[src/design/rv_consts.svh]
`ifndef RV_CONSTS_SVH
`define RV_CONSTS_SVH

// datapath and register file geometry.
`define XLEN        64
`define INSN_W      32
`define REG_AW      5
`define NUM_REGS    32

// major opcodes of the RV64I base set that this slice executes.
`define OPC_LUI     7'b0110111
`define OPC_AUIPC   7'b0010111
`define OPC_JAL     7'b1101111
`define OPC_JALR    7'b1100111
`define OPC_BRANCH  7'b1100011
`define OPC_LOAD    7'b0000011
`define OPC_STORE   7'b0100011
`define OPC_OPIMM   7'b0010011
`define OPC_OP      7'b0110011
`define OPC_OPIMM32 7'b0011011
`define OPC_OP32    7'b0111011

// funct7 of SUB, SRA and SRAI.
`define F7_ALT      7'b0100000

`endif
[src/design/rv_pkg.sv]
`include "rv_consts.svh"

package rv_pkg;

   typedef enum logic [4:0] {
      ALU_ADD,
      ALU_SUB,
      ALU_SLL,
      ALU_SLT,
      ALU_SLTU,
      ALU_XOR,
      ALU_SRL,
      ALU_SRA,
      ALU_OR,
      ALU_AND,
      ALU_LUI,
      ALU_AUIPC,
      ALU_JAL,
      ALU_JALR,
      ALU_BEQ,
      ALU_BNE,
      ALU_BLT,
      ALU_BGE,
      ALU_BLTU,
      ALU_BGEU,
      ALU_NOP
   } alu_op_e;

   typedef enum logic {
      OPB_RS2,
      OPB_IMM
   } opb_sel_e;

   // decode to execute.
   typedef struct packed {
      alu_op_e            alu_op;
      logic               word;
      opb_sel_e           opb_sel;
      logic [`XLEN-1:0]   imm;
      logic [`XLEN-1:0]   pc;
      logic [`XLEN-1:0]   rs1_data;
      logic [`XLEN-1:0]   rs2_data;
      logic [`REG_AW-1:0] rd;
      logic               rf_we;
      logic               mem_load;
      logic               mem_store;
      logic [3:0]         mem_size;
      logic               mem_sigext;
   } ex_payload_t;

   // execute to writeback.
   typedef struct packed {
      logic [`REG_AW-1:0] rd;
      logic               rf_we;
      logic [`XLEN-1:0]   result;
      logic               br_taken;
      logic [`XLEN-1:0]   br_target;
      logic               mem_load;
      logic               mem_store;
      logic [`XLEN-1:0]   mem_addr;
      logic [3:0]         mem_size;
      logic               mem_sigext;
      logic [`XLEN-1:0]   mem_wdata;
   } wb_payload_t;

endpackage

[src/design/idu.sv]
`timescale 1ns/1ps
`include "rv_consts.svh"

module idu (
   input  logic [`INSN_W-1:0] i_insn,
   input  logic               i_valid,
   output logic [`REG_AW-1:0] o_rs1_addr,
   output logic [`REG_AW-1:0] o_rs2_addr,
   output rv_pkg::alu_op_e    o_alu_op,
   output logic               o_word,
   output rv_pkg::opb_sel_e   o_opb_sel,
   output logic [`XLEN-1:0]   o_imm,
   output logic [`REG_AW-1:0] o_rd,
   output logic               o_rf_we,
   output logic               o_mem_load,
   output logic               o_mem_store,
   output logic [3:0]         o_mem_size,
   output logic               o_mem_sigext
);

   logic [6:0]       opcode;
   logic [2:0]       funct3;
   logic [6:0]       funct7;
   logic [`XLEN-1:0] imm_i;
   logic [`XLEN-1:0] imm_s;
   logic [`XLEN-1:0] imm_b;
   logic [`XLEN-1:0] imm_u;
   logic [`XLEN-1:0] imm_j;
   logic [`XLEN-1:0] imm_sh;
   logic             r_ok;
   logic             sh64_ok;
   logic             shw_ok;
   logic             wr;

   // funct3 to operation for register and immediate arithmetic.
   function automatic rv_pkg::alu_op_e arith_op(input logic [2:0] f3, input logic alt);
      case (f3)
         3'b000:  arith_op = alt ? rv_pkg::ALU_SUB : rv_pkg::ALU_ADD;
         3'b001:  arith_op = rv_pkg::ALU_SLL;
         3'b010:  arith_op = rv_pkg::ALU_SLT;
         3'b011:  arith_op = rv_pkg::ALU_SLTU;
         3'b100:  arith_op = rv_pkg::ALU_XOR;
         3'b101:  arith_op = alt ? rv_pkg::ALU_SRA : rv_pkg::ALU_SRL;
         3'b110:  arith_op = rv_pkg::ALU_OR;
         default: arith_op = rv_pkg::ALU_AND;
      endcase
   endfunction

   assign opcode     = i_insn[6:0];
   assign funct3     = i_insn[14:12];
   assign funct7     = i_insn[31:25];
   assign o_rd       = i_insn[11:7];
   assign o_rs1_addr = i_insn[19:15];
   assign o_rs2_addr = i_insn[24:20];

   assign imm_i  = {{52{i_insn[31]}}, i_insn[31:20]};
   assign imm_s  = {{52{i_insn[31]}}, i_insn[31:25], i_insn[11:7]};
   assign imm_b  = {{52{i_insn[31]}}, i_insn[7], i_insn[30:25], i_insn[11:8], 1'b0};
   assign imm_u  = {{32{i_insn[31]}}, i_insn[31:12], 12'b0};
   assign imm_j  = {{44{i_insn[31]}}, i_insn[19:12], i_insn[20], i_insn[30:21], 1'b0};
   assign imm_sh = {58'b0, i_insn[25:20]};

   // only SUB and SRA may carry the alternate funct7.
   assign r_ok    = (funct7 == 7'b0) ||
                    (funct7 == `F7_ALT && (funct3 == 3'b000 || funct3 == 3'b101));
   // 64-bit immediate shifts use funct6, since bit 25 belongs to the shift amount.
   assign sh64_ok = (i_insn[31:26] == 6'b0) ||
                    (funct3 == 3'b101 && {i_insn[31:26], 1'b0} == `F7_ALT);
   assign shw_ok  = (funct7 == 7'b0) || (funct3 == 3'b101 && funct7 == `F7_ALT);

   always_comb begin
      o_alu_op     = rv_pkg::ALU_NOP;
      o_word       = 1'b0;
      o_opb_sel    = rv_pkg::OPB_IMM;
      o_imm        = imm_i;
      o_mem_load   = 1'b0;
      o_mem_store  = 1'b0;
      o_mem_size   = 4'd0;
      o_mem_sigext = 1'b0;
      wr           = 1'b0;
      if (i_valid) begin
         case (opcode)
            `OPC_LUI, `OPC_AUIPC: begin
               o_alu_op = (opcode == `OPC_LUI) ? rv_pkg::ALU_LUI : rv_pkg::ALU_AUIPC;
               o_imm    = imm_u;
               wr       = 1'b1;
            end
            `OPC_JAL: begin
               o_alu_op = rv_pkg::ALU_JAL;
               o_imm    = imm_j;
               wr       = 1'b1;
            end
            `OPC_JALR: begin
               if (funct3 == 3'b000) begin
                  o_alu_op = rv_pkg::ALU_JALR;
                  wr       = 1'b1;
               end
            end
            `OPC_BRANCH: begin
               o_opb_sel = rv_pkg::OPB_RS2;
               o_imm     = imm_b;
               case (funct3)
                  3'b000:  o_alu_op = rv_pkg::ALU_BEQ;
                  3'b001:  o_alu_op = rv_pkg::ALU_BNE;
                  3'b100:  o_alu_op = rv_pkg::ALU_BLT;
                  3'b101:  o_alu_op = rv_pkg::ALU_BGE;
                  3'b110:  o_alu_op = rv_pkg::ALU_BLTU;
                  3'b111:  o_alu_op = rv_pkg::ALU_BGEU;
                  default: o_alu_op = rv_pkg::ALU_NOP;
               endcase
            end
            `OPC_LOAD: begin
               // the ALU only forms the address, nothing is written back here.
               if (funct3 != 3'b111) begin
                  o_alu_op     = rv_pkg::ALU_ADD;
                  o_mem_load   = 1'b1;
                  o_mem_size   = 4'd1 << funct3[1:0];
                  o_mem_sigext = ~funct3[2] & (funct3[1:0] != 2'b11);
               end
            end
            `OPC_STORE: begin
               if (!funct3[2]) begin
                  o_alu_op    = rv_pkg::ALU_ADD;
                  o_imm       = imm_s;
                  o_mem_store = 1'b1;
                  o_mem_size  = 4'd1 << funct3[1:0];
               end
            end
            `OPC_OPIMM: begin
               if (funct3 == 3'b001 || funct3 == 3'b101) begin
                  if (sh64_ok) begin
                     o_alu_op = arith_op(funct3, i_insn[30]);
                     o_imm    = imm_sh;
                     wr       = 1'b1;
                  end
               end else begin
                  o_alu_op = arith_op(funct3, 1'b0);
                  wr       = 1'b1;
               end
            end
            `OPC_OPIMM32: begin
               o_word = 1'b1;
               if (funct3 == 3'b000) begin
                  o_alu_op = rv_pkg::ALU_ADD;
                  wr       = 1'b1;
               end else if ((funct3 == 3'b001 || funct3 == 3'b101) && shw_ok) begin
                  o_alu_op = arith_op(funct3, funct7[5]);
                  o_imm    = imm_sh;
                  wr       = 1'b1;
               end
            end
            `OPC_OP, `OPC_OP32: begin
               o_opb_sel = rv_pkg::OPB_RS2;
               o_word    = (opcode == `OPC_OP32);
               if (r_ok && (opcode == `OPC_OP || funct3 == 3'b000 ||
                            funct3 == 3'b001 || funct3 == 3'b101)) begin
                  o_alu_op = arith_op(funct3, funct7[5]);
                  wr       = 1'b1;
               end
            end
            default: o_alu_op = rv_pkg::ALU_NOP;
         endcase
      end
      o_rf_we = wr;
   end

   always_comb begin
      assert (!(o_mem_load && o_mem_store));
      assert (!o_rf_we || o_alu_op != rv_pkg::ALU_NOP);
   end

endmodule

[config.mk]
export PLATFORM = sky130hd
export DESIGN_NAME = idu
export DESIGN_NICKNAME = d
export VERILOG_FILES = /design/src/design/rv_pkg.sv /design/src/design/idu.sv
export VERILOG_INCLUDE_DIRS = /design/src /design/src/design
export SDC_FILE = /design/constraint.sdc
export NUM_CORES = 1
export LEC_CHECK = 0
export BUFFER_PORTS_ARGS = -buffer_cell sky130_fd_sc_hd__buf_2
export CAP_MARGIN = 20
export CORE_UTILIZATION = 45
export DETAILED_ROUTE_END_ITERATION = 10
export GPL_TIMING_DRIVEN = 0
export PLACE_DENSITY = 0.95
export SLEW_MARGIN = 20
export SYNTH_ARGS = -nofsm -noshare
export SYNTH_HDL_FRONTEND = slang
export SYNTH_SLANG_ARGS = --single-unit
[constraint.sdc]
create_clock -name vclk -period 3.99
set_clock_uncertainty 0.05 [all_clocks]
set_input_delay 0.798 -clock vclk [all_inputs]
set_output_delay 0.798 -clock vclk [all_outputs]
set_load 0.05 [all_outputs]
==> tab_implementation.tex, run 1 <==
\begin{tabular}{lr}
\hline
Metric & Value \\
\hline
\multicolumn{2}{l}{\textbf{Status}} \\
\quad Result of the run & completed \\
\multicolumn{2}{l}{\textbf{Synthesis}} \\
\quad Number of distinct standard cells referenced by the synthesized netlist & 53 \\
\quad Number of warnings reported in the yosys synthesis log & 0 \\
\quad Portion of the post-synthesis area used by sequential elements & 0\% \\
\quad Synthesized area & 1589 um2 \\
\quad Cells after Synth & 259 \\
\quad Synthesized Nets & 292 \\
\quad Mean Syn Cell Area & 6.135 um2 \\
\multicolumn{2}{l}{\textbf{CTS}} \\
\quad Post-CTS Setup Bufs & 0 \\
\quad Number of buffers added to fix hold violations after cts & 0 \\
\quad Gates resized, CTS repair & 0 \\
\multicolumn{2}{l}{\textbf{GRT}} \\
\quad Vias in the first global route & 1,800 \\
\quad First-pass GRT wire length & 8.135 mm \\
\quad Largest net degree at the start of global routing & 34 \\
\quad Total grt overflow & 0 \\
\quad Overall track demand over capacity in global routing & 27.44\% \\
\quad Initial antenna violation count & 0 \\
\multicolumn{2}{l}{\textbf{Detailed routing}} \\
\quad Via density & 5.510 \\
\quad Iteration-0 DRC count of the detailed router & 140 \\
\quad Met2 WL post-DR & 2.784 mm \\
\quad Routed length on met3 & 507 um \\
\quad DRT met1 WL & 2.294 mm \\
\quad Top Layer Used & met4 \\
\quad Number of detailed-route iterations in the first pass & 5 \\
\quad Via count of the routed design & 2,364 \\
\quad Remaining antenna violation count after routing & 0 \\
\quad Remaining DRCs & 0 \\
\quad Routed len/inst & 13.24 um \\
\quad Total wire length & 5.678 mm \\
\multicolumn{2}{l}{\textbf{Layout}} \\
\quad Fin nets & 418 \\
\quad Seq cells & 0 \\
\quad Total of clock buffers placed in the layout & 0 \\
\quad Relative area change from synthesis to final layout & 42.76\% \\
\quad Diode count & 0 \\
\quad FF/Latch Area & 0 um2 \\
\quad Filler Cells Inserted & 331 \\
\quad Layout cells sized above 1 & 49.61\% \\
\quad Area of the multi-input gates & 1151 um2 \\
\multicolumn{2}{l}{\textbf{Timing}} \\
\quad Worst-case headroom to the max-slew limit & 59.55\% \\
\quad Unrepaired setup endpoints after global routing & false \\
\quad Minimum clock period after layout & 3.700 ns \\
\quad Period Utilization, post-route & 92.72\% \\
\quad Highest clock rate & 0.2703 GHz \\
\quad Final count of hold timing violations & 0 \\
\quad Final-layout worst hold slack & 1.948 ns \\
\quad Max-slew violation count & 0 \\
\quad Total negative setup slack & 0 ns \\
\quad Final number of setup-violating endpoints & 0 \\
\quad Actual transition at the worst max-transition pin & 0.6031 ns \\
\multicolumn{2}{l}{\textbf{Die}} \\
\quad Die Wd & 61.43 um \\
\quad Die height & 61.43 um \\
\quad IO Count & 127 \\
\quad Die ar. & 3773 um2 \\
\quad Core ar. & 3363 um2 \\
\quad Starting density of the core & 47.25\% \\
\quad Rows & 21 \\
\multicolumn{2}{l}{\textbf{Critical path}} \\
\quad Crit-path max FO & 4 \\
\quad Startpoint kind of the worst setup timing path & input port \\
\quad Crit Path Category & in2out \\
\quad Required time at the endpoint of the critical path & 3.14 ns \\
\quad Kind of end point of the critical path & output pin \\
\quad Data arrival at the endpoint of the critical path & 2.85 ns \\
\multicolumn{2}{l}{\textbf{Power}} \\
\quad Worst vdd rail ir drop & 0.1157 mV \\
\quad PwrDens & 161.4 nW/um2 \\
\quad Leakage power total & 1.179 nW \\
\multicolumn{2}{l}{\textbf{Min path}} \\
\quad Path class of the lowest-slack min-delay path & in2out \\
\multicolumn{2}{l}{\textbf{Placed design}} \\
\quad Placer Congestion & 0.9339 \\
\quad Hpwl dp & 4.604 mm \\
\quad Port Buffers & 124 \\
\multicolumn{2}{l}{\textbf{Run}} \\
\quad Number of maximum-capacitance violations & 0 \\
\hline
\end{tabular}
## final cells by class
cell class | count | area share [%]
inverters | 6 | 0.9928
well taps | 46 | 2.537
repair buffers | 124 | 27.36
plain buffers | 62 | 18.37
multi-input cells | 191 | 50.74
## cells by family (layout without fill, tap and decap cells)
family	after synthesis	count (layout)	synth area share, %
AOI/OAI and AO/OA	76	76	30.16
xor gates and xnor gates	2	2	1.103
buffers and inverters	68	192	27.56
muxes	1	1	0.7086
and+or+nand+nor	112	112	40.47
## report_power, final
part	internal (mW)	switching, mW	total [mW]
sequential	0	0	0
combinational	0.102	0.264	0.366
clock	0	0	0
total	0.102	0.264	0.366
## synthesized netlist by cell type (5+ instances only)
| library cell | instances | area (um2) |
|---|---|---|
| sky130_fd_sc_hd__buf_4 | 48 | 360.4 |
| sky130_fd_sc_hd__a21oi_1 | 32 | 160.2 |
| sky130_fd_sc_hd__nand2_1 | 32 | 120.1 |
| sky130_fd_sc_hd__nor2_1 | 15 | 56.30 |
| sky130_fd_sc_hd__nand3_1 | 12 | 60.06 |
| sky130_fd_sc_hd__clkbuf_1 | 11 | 41.29 |
| sky130_fd_sc_hd__o21ai_0 | 10 | 50.05 |
| sky130_fd_sc_hd__nor2b_1 | 9 | 56.30 |
| sky130_fd_sc_hd__nor3_1 | 7 | 35.03 |
| sky130_fd_sc_hd__inv_1 | 6 | 22.52 |
| sky130_fd_sc_hd__nand2b_1 | 6 | 37.54 |
| sky130_fd_sc_hd__a22o_1 | 5 | 43.79 |
| sky130_fd_sc_hd__o22ai_1 | 5 | 31.28 |
## worst max-delay path, stage by stage
cell	delay, ns
sky130_fd_sc_hd__buf_2	0.12
sky130_fd_sc_hd__or4_4	0.57
sky130_fd_sc_hd__or3_4	0.37
sky130_fd_sc_hd__o21ba_2	0.22
sky130_fd_sc_hd__nor4_1	0.41
sky130_fd_sc_hd__o21ai_1	0.12
sky130_fd_sc_hd__buf_2	0.23
## metrics by stage
step                      setup slack, ns  util (%)  power, mW  cell area (um2)  cells
after global routing              0.08993     67.45     0.3879             2268    429
final                              0.2905     67.45     0.3660             2268    429
after detailed placement           0.2937     67.41     0.3645             2267    429
after global placement             0.3099     67.41     0.3597             2267    429
after CTS                          0.2921     67.41     0.3651             2267    429
after floorplan                    0.1165         -     0.2808             1589    259
## layout by cell type (no fill, tap or decap), types with 6 or more instances in the layout
master and count:
sky130_fd_sc_hd__a21oi_1 32, sky130_fd_sc_hd__buf_2 126, sky130_fd_sc_hd__buf_4 48, sky130_fd_sc_hd__clkbuf_1 10, sky130_fd_sc_hd__inv_1 6, sky130_fd_sc_hd__nand2_1 32, sky130_fd_sc_hd__nand2b_1 6, sky130_fd_sc_hd__nand3_1 12
sky130_fd_sc_hd__nor2_1 15, sky130_fd_sc_hd__nor2b_1 9, sky130_fd_sc_hd__nor3_1 7, sky130_fd_sc_hd__o21ai_0 10
## metal layers
layer / vias to the layer above / track usage (%)
met5: - / 0
met4: 0 / 4.127
met3: 15 / 1.471
met2: 151 / 48.45
met1: 1061 / 37.59
li1: 1137 / -
## path summary, 6_finish.rpt
path / cells past startpoint / slack, ns / to / startpoint
worst max-delay path: 7 / 0.29 / o_alu_op[4] / i_insn[26]
worst min-delay path: 4 / 1.95 / o_imm[18] / i_insn[18]
(Power assumes the default switching activity.)
==> run 2, diff against run 1 <==
Settings changed: ABC_AREA from default to 1, CORE_UTILIZATION 45 to 46.
==> run 2 against run 1 <==
Flip-flop and latch count unchanged. Fmax increased by 10%. Worst setup slack gained 0.35 ns. Worst hold slack lost 0.0082 ns. Critical path type unchanged. Synthesized cell count increased by 32%. Synthesized area grew 5.4%. Largest cell class unchanged. Global-route usage up 1.7 points. Non-clock buffer count is 7 lower. Critical path depth is 2 higher. Wire length up 2.8%.
==> tab_implementation.tex, run 2 <==
\begin{tabular}{lr}
\hline
Metric & Value \\
\hline
\multicolumn{2}{l}{\textbf{Layout}} \\
\quad Most common cell after layout, fill and taps aside & sky130\_fd\_sc\_hd\_\_buf\_2 \\
\quad Seq cells & 0 (unchanged) \\
\quad Total of clock buffers placed in the layout & 0 (unchanged) \\
\quad Layout Utilization & 69.23\% (+1.8 points) \\
\quad Fin nets & 503 (+20\%) \\
\quad Filler Cells Inserted & 326 (-1.5\%) \\
\quad FF/Latch Area & 0 um2 (unchanged) \\
\quad Relative area change from synthesis to final layout & 41.15\% \\
\quad Most used cells in the layout excluding fill and tap cells & sky130\_fd\_sc\_hd\_\_buf\_2, sky130\_fd\_sc\_hd\_\_nand2\_1, sky130\_fd\_sc\_hd\_\_buf\_4 \\
\quad Diode count & 0 (unchanged) \\
\quad Layout cells sized above 1 & 40.60\% (-9.0 points) \\
\multicolumn{2}{l}{\textbf{Detailed routing}} \\
\quad Via density & 4.811 (-13\%) \\
\quad Iteration-0 DRC count of the detailed router & 134 (-4.3\%) \\
\quad Via count of the routed design & 2,473 (+4.6\%) \\
\quad Total wire length & 5.836 mm (+2.8\%) \\
\quad Routed len/inst & 11.35 um (-14\%) \\
\quad Remaining antenna violation count after routing & 0 (unchanged) \\
\quad Number of detailed-route iterations in the first pass & 4 (-1) \\
\quad Remaining DRCs & 0 (unchanged) \\
\multicolumn{2}{l}{\textbf{Die}} \\
\quad Die ar. & 3888 um2 (+3.0\%) \\
\quad Starting density of the core & 49.05\% (+1.8 points) \\
\quad Core ar. & 3416 um2 (+1.6\%) \\
\quad Rows & 21 (unchanged) \\
\quad Die height & 62.35 um (+1.5\%) \\
\quad Die Wd & 62.35 um (+1.5\%) \\
\quad IO Count & 127 (unchanged) \\
\multicolumn{2}{l}{\textbf{Synthesis}} \\
\quad Portion of the post-synthesis area used by sequential elements & 0\% (unchanged) \\
\quad Cell type with the highest aggregate area in the netlist & sky130\_fd\_sc\_hd\_\_nand2\_1 \\
\quad Synthesized Nets & 375 (+28\%) \\
\quad Most used standard cells in the synthesized netlist & sky130\_fd\_sc\_hd\_\_nand2\_1, sky130\_fd\_sc\_hd\_\_buf\_4, sky130\_fd\_sc\_hd\_\_inv\_1 \\
\quad Synthesized area & 1675 um2 (+5.4\%) \\
\quad Cell with the most instances after synthesis & sky130\_fd\_sc\_hd\_\_nand2\_1 \\
\quad Number of distinct standard cells referenced by the synthesized netlist & 26 (-51\%) \\
\quad Cells after Synth & 342 (+32\%) \\
\quad Fraction of post-synthesis cell area in the top cell type by area & 26.21\% (+3.5 points) \\
\quad Number of warnings reported in the yosys synthesis log & 0 (unchanged) \\
\quad Largest cells by area after synthesis & sky130\_fd\_sc\_hd\_\_nand2\_1, sky130\_fd\_sc\_hd\_\_buf\_4, sky130\_fd\_sc\_hd\_\_inv\_1 \\
\quad Mean Syn Cell Area & 4.899 um2 (-20\%) \\
\multicolumn{2}{l}{\textbf{Critical path}} \\
\quad Crit Path Category & in2out \\
\quad Required time at the endpoint of the critical path & 3.14 ns (about the same) \\
\quad Data arrival at the endpoint of the critical path & 2.50 ns (-0.35 ns) \\
\quad Crit-path max FO & 6 (+2) \\
\quad Startpoint kind of the worst setup timing path & input port \\
\quad Origin of the worst setup path & i\_insn[3] \\
\quad Kind of end point of the critical path & output pin \\
\multicolumn{2}{l}{\textbf{CTS}} \\
\quad Post-CTS Setup Bufs & 0 (unchanged) \\
\quad Gates resized, CTS repair & 0 (unchanged) \\
\quad Number of buffers added to fix hold violations after cts & 0 (unchanged) \\
\multicolumn{2}{l}{\textbf{Timing}} \\
\quad PnR worst setup slack & 0.6390 ns (+0.3486 ns) \\
\quad Period Utilization, post-route & 83.98\% (-8.7 points) \\
\quad Final number of setup-violating endpoints & 0 (unchanged) \\
\quad Final count of hold timing violations & 0 (unchanged) \\
\quad Minimum clock period after layout & 3.351 ns (-0.3486 ns) \\
\quad Worst-case headroom to the max-slew limit & 62.46\% (+2.9 points) \\
\quad Unrepaired setup endpoints after global routing & false \\
\quad Actual transition at the worst max-transition pin & 0.5631 ns (-0.04001 ns) \\
\quad Total negative setup slack & 0 ns (unchanged) \\
\quad Highest clock rate & 0.2984 GHz (+10\%) \\
\quad Max-slew violation count & 0 (unchanged) \\
\multicolumn{2}{l}{\textbf{Power}} \\
\quad Reg power frac & 0\% (unchanged) \\
\quad Worst vdd rail ir drop & 0.08277 mV (-28\%) \\
\quad Part of the power in the clock network & 0\% (unchanged) \\
\quad Combinational fraction of design power & 100.0\% (about the same) \\
\quad Switching power share of the total & 73.89\% (+1.7 points) \\
\quad Leakage power total & 1.580 nW (+34\%) \\
\quad Cell-internal power & 93.40 uW (-8.1\%) \\
\quad PwrDens & 151.3 nW/um2 (-6.2\%) \\
\quad Switching power & 264.4 uW (about the same) \\
\multicolumn{2}{l}{\textbf{Min path}} \\
\quad Start point of the worst min-delay path & i\_insn[12] \\
\quad Path class of the lowest-slack min-delay path & in2out \\
\multicolumn{2}{l}{\textbf{GRT}} \\
\quad Total grt overflow & 0 (unchanged) \\
\quad First-pass GRT wire length & 9.604 mm (+18\%) \\
\quad Overall track demand over capacity in global routing & 29.18\% (+1.7 points) \\
\quad Initial antenna violation count & 0 (unchanged) \\
\quad Vias in the first global route & 2,154 (+20\%) \\
\quad Largest net degree at the start of global routing & 34 (unchanged) \\
\multicolumn{2}{l}{\textbf{Placed design}} \\
\quad Post-Place Worst Slack & 0.6851 ns (+0.3914 ns) \\
\quad Placer Congestion & 0.9777 (+4.7\%) \\
\quad Port Buffers & 126 (+1.6\%) \\
\quad Hpwl dp & 4.926 mm (+7.0\%) \\
\multicolumn{2}{l}{\textbf{Run}} \\
\quad Number of maximum-capacitance violations & 0 (unchanged) \\
\multicolumn{2}{l}{\textbf{Status}} \\
\quad Result of the run & completed \\
\hline
\end{tabular}
==> run 2: power by group through the flow <==
stage	Sequential (mW)	Clock (mW)	Combinational, mW
final	0	0	0.358
after global routing	0	0	0.378
after CTS	0	0	0.358
after detailed placement	0	0	0.358
after global placement	0	0	0.355
after floorplan	0	0	0.273
==> run 2: per-stage QoR <==
step | total power [mW] | hold slack, ns | area [um2] | cells
floorplan | 0.2734 | 1.713 | 1675 | 342
global placement | 0.3545 | 1.934 | 2364 | 514
detailed placement | 0.3579 | 1.937 | 2364 | 514
CTS | 0.3584 | 1.938 | 2364 | 514
global route | 0.3777 | 1.971 | 2365 | 514
finish | 0.3578 | 1.940 | 2365 | 514
==> run 2: area by class of cell <==
cell class                      instances  area (um2)  share of cell area, %
Timing Repair Buffer                  126       630.6                  26.67
Buffer                                 53       385.4                  16.30
Inverter                               43       161.4                  6.825
Tap cell                               46       57.56                  2.434
Multi-Input combinational cell        246        1130                  47.78
==> run 2: critical path, cell delays in order <==
cell,delay (ns)
sky130_fd_sc_hd__buf_2,0.15
sky130_fd_sc_hd__nor3_4,0.30
sky130_fd_sc_hd__nand2_1,0.20
sky130_fd_sc_hd__nor2_2,0.25
sky130_fd_sc_hd__inv_1,0.10
sky130_fd_sc_hd__a21oi_1,0.18
sky130_fd_sc_hd__inv_1,0.10
sky130_fd_sc_hd__nor3_1,0.13
sky130_fd_sc_hd__buf_2,0.28
==> run 2: cells by family after synthesis <==
group           count (synthesis)  share of synthesized area, %
compound gates                 37                         11.88
buf+inv                        96                         32.56
simple gates                  209                         55.56
==> run 2: path summary, 6_finish.rpt <==
path,cells past startpoint,endpoint,slack (ns)
max,9,o_mem_size[2],0.64
min,3,o_mem_size[2],1.94
==> run 2: layer usage <==
layer	vias up	share of wire [%]	track usage, %
met1	1039	40	35.05
met3	19	9.0	4.412
met4	0	2.9	9.012
met2	132	48	52.75
met5	-	0	0
li1	1283	-	-
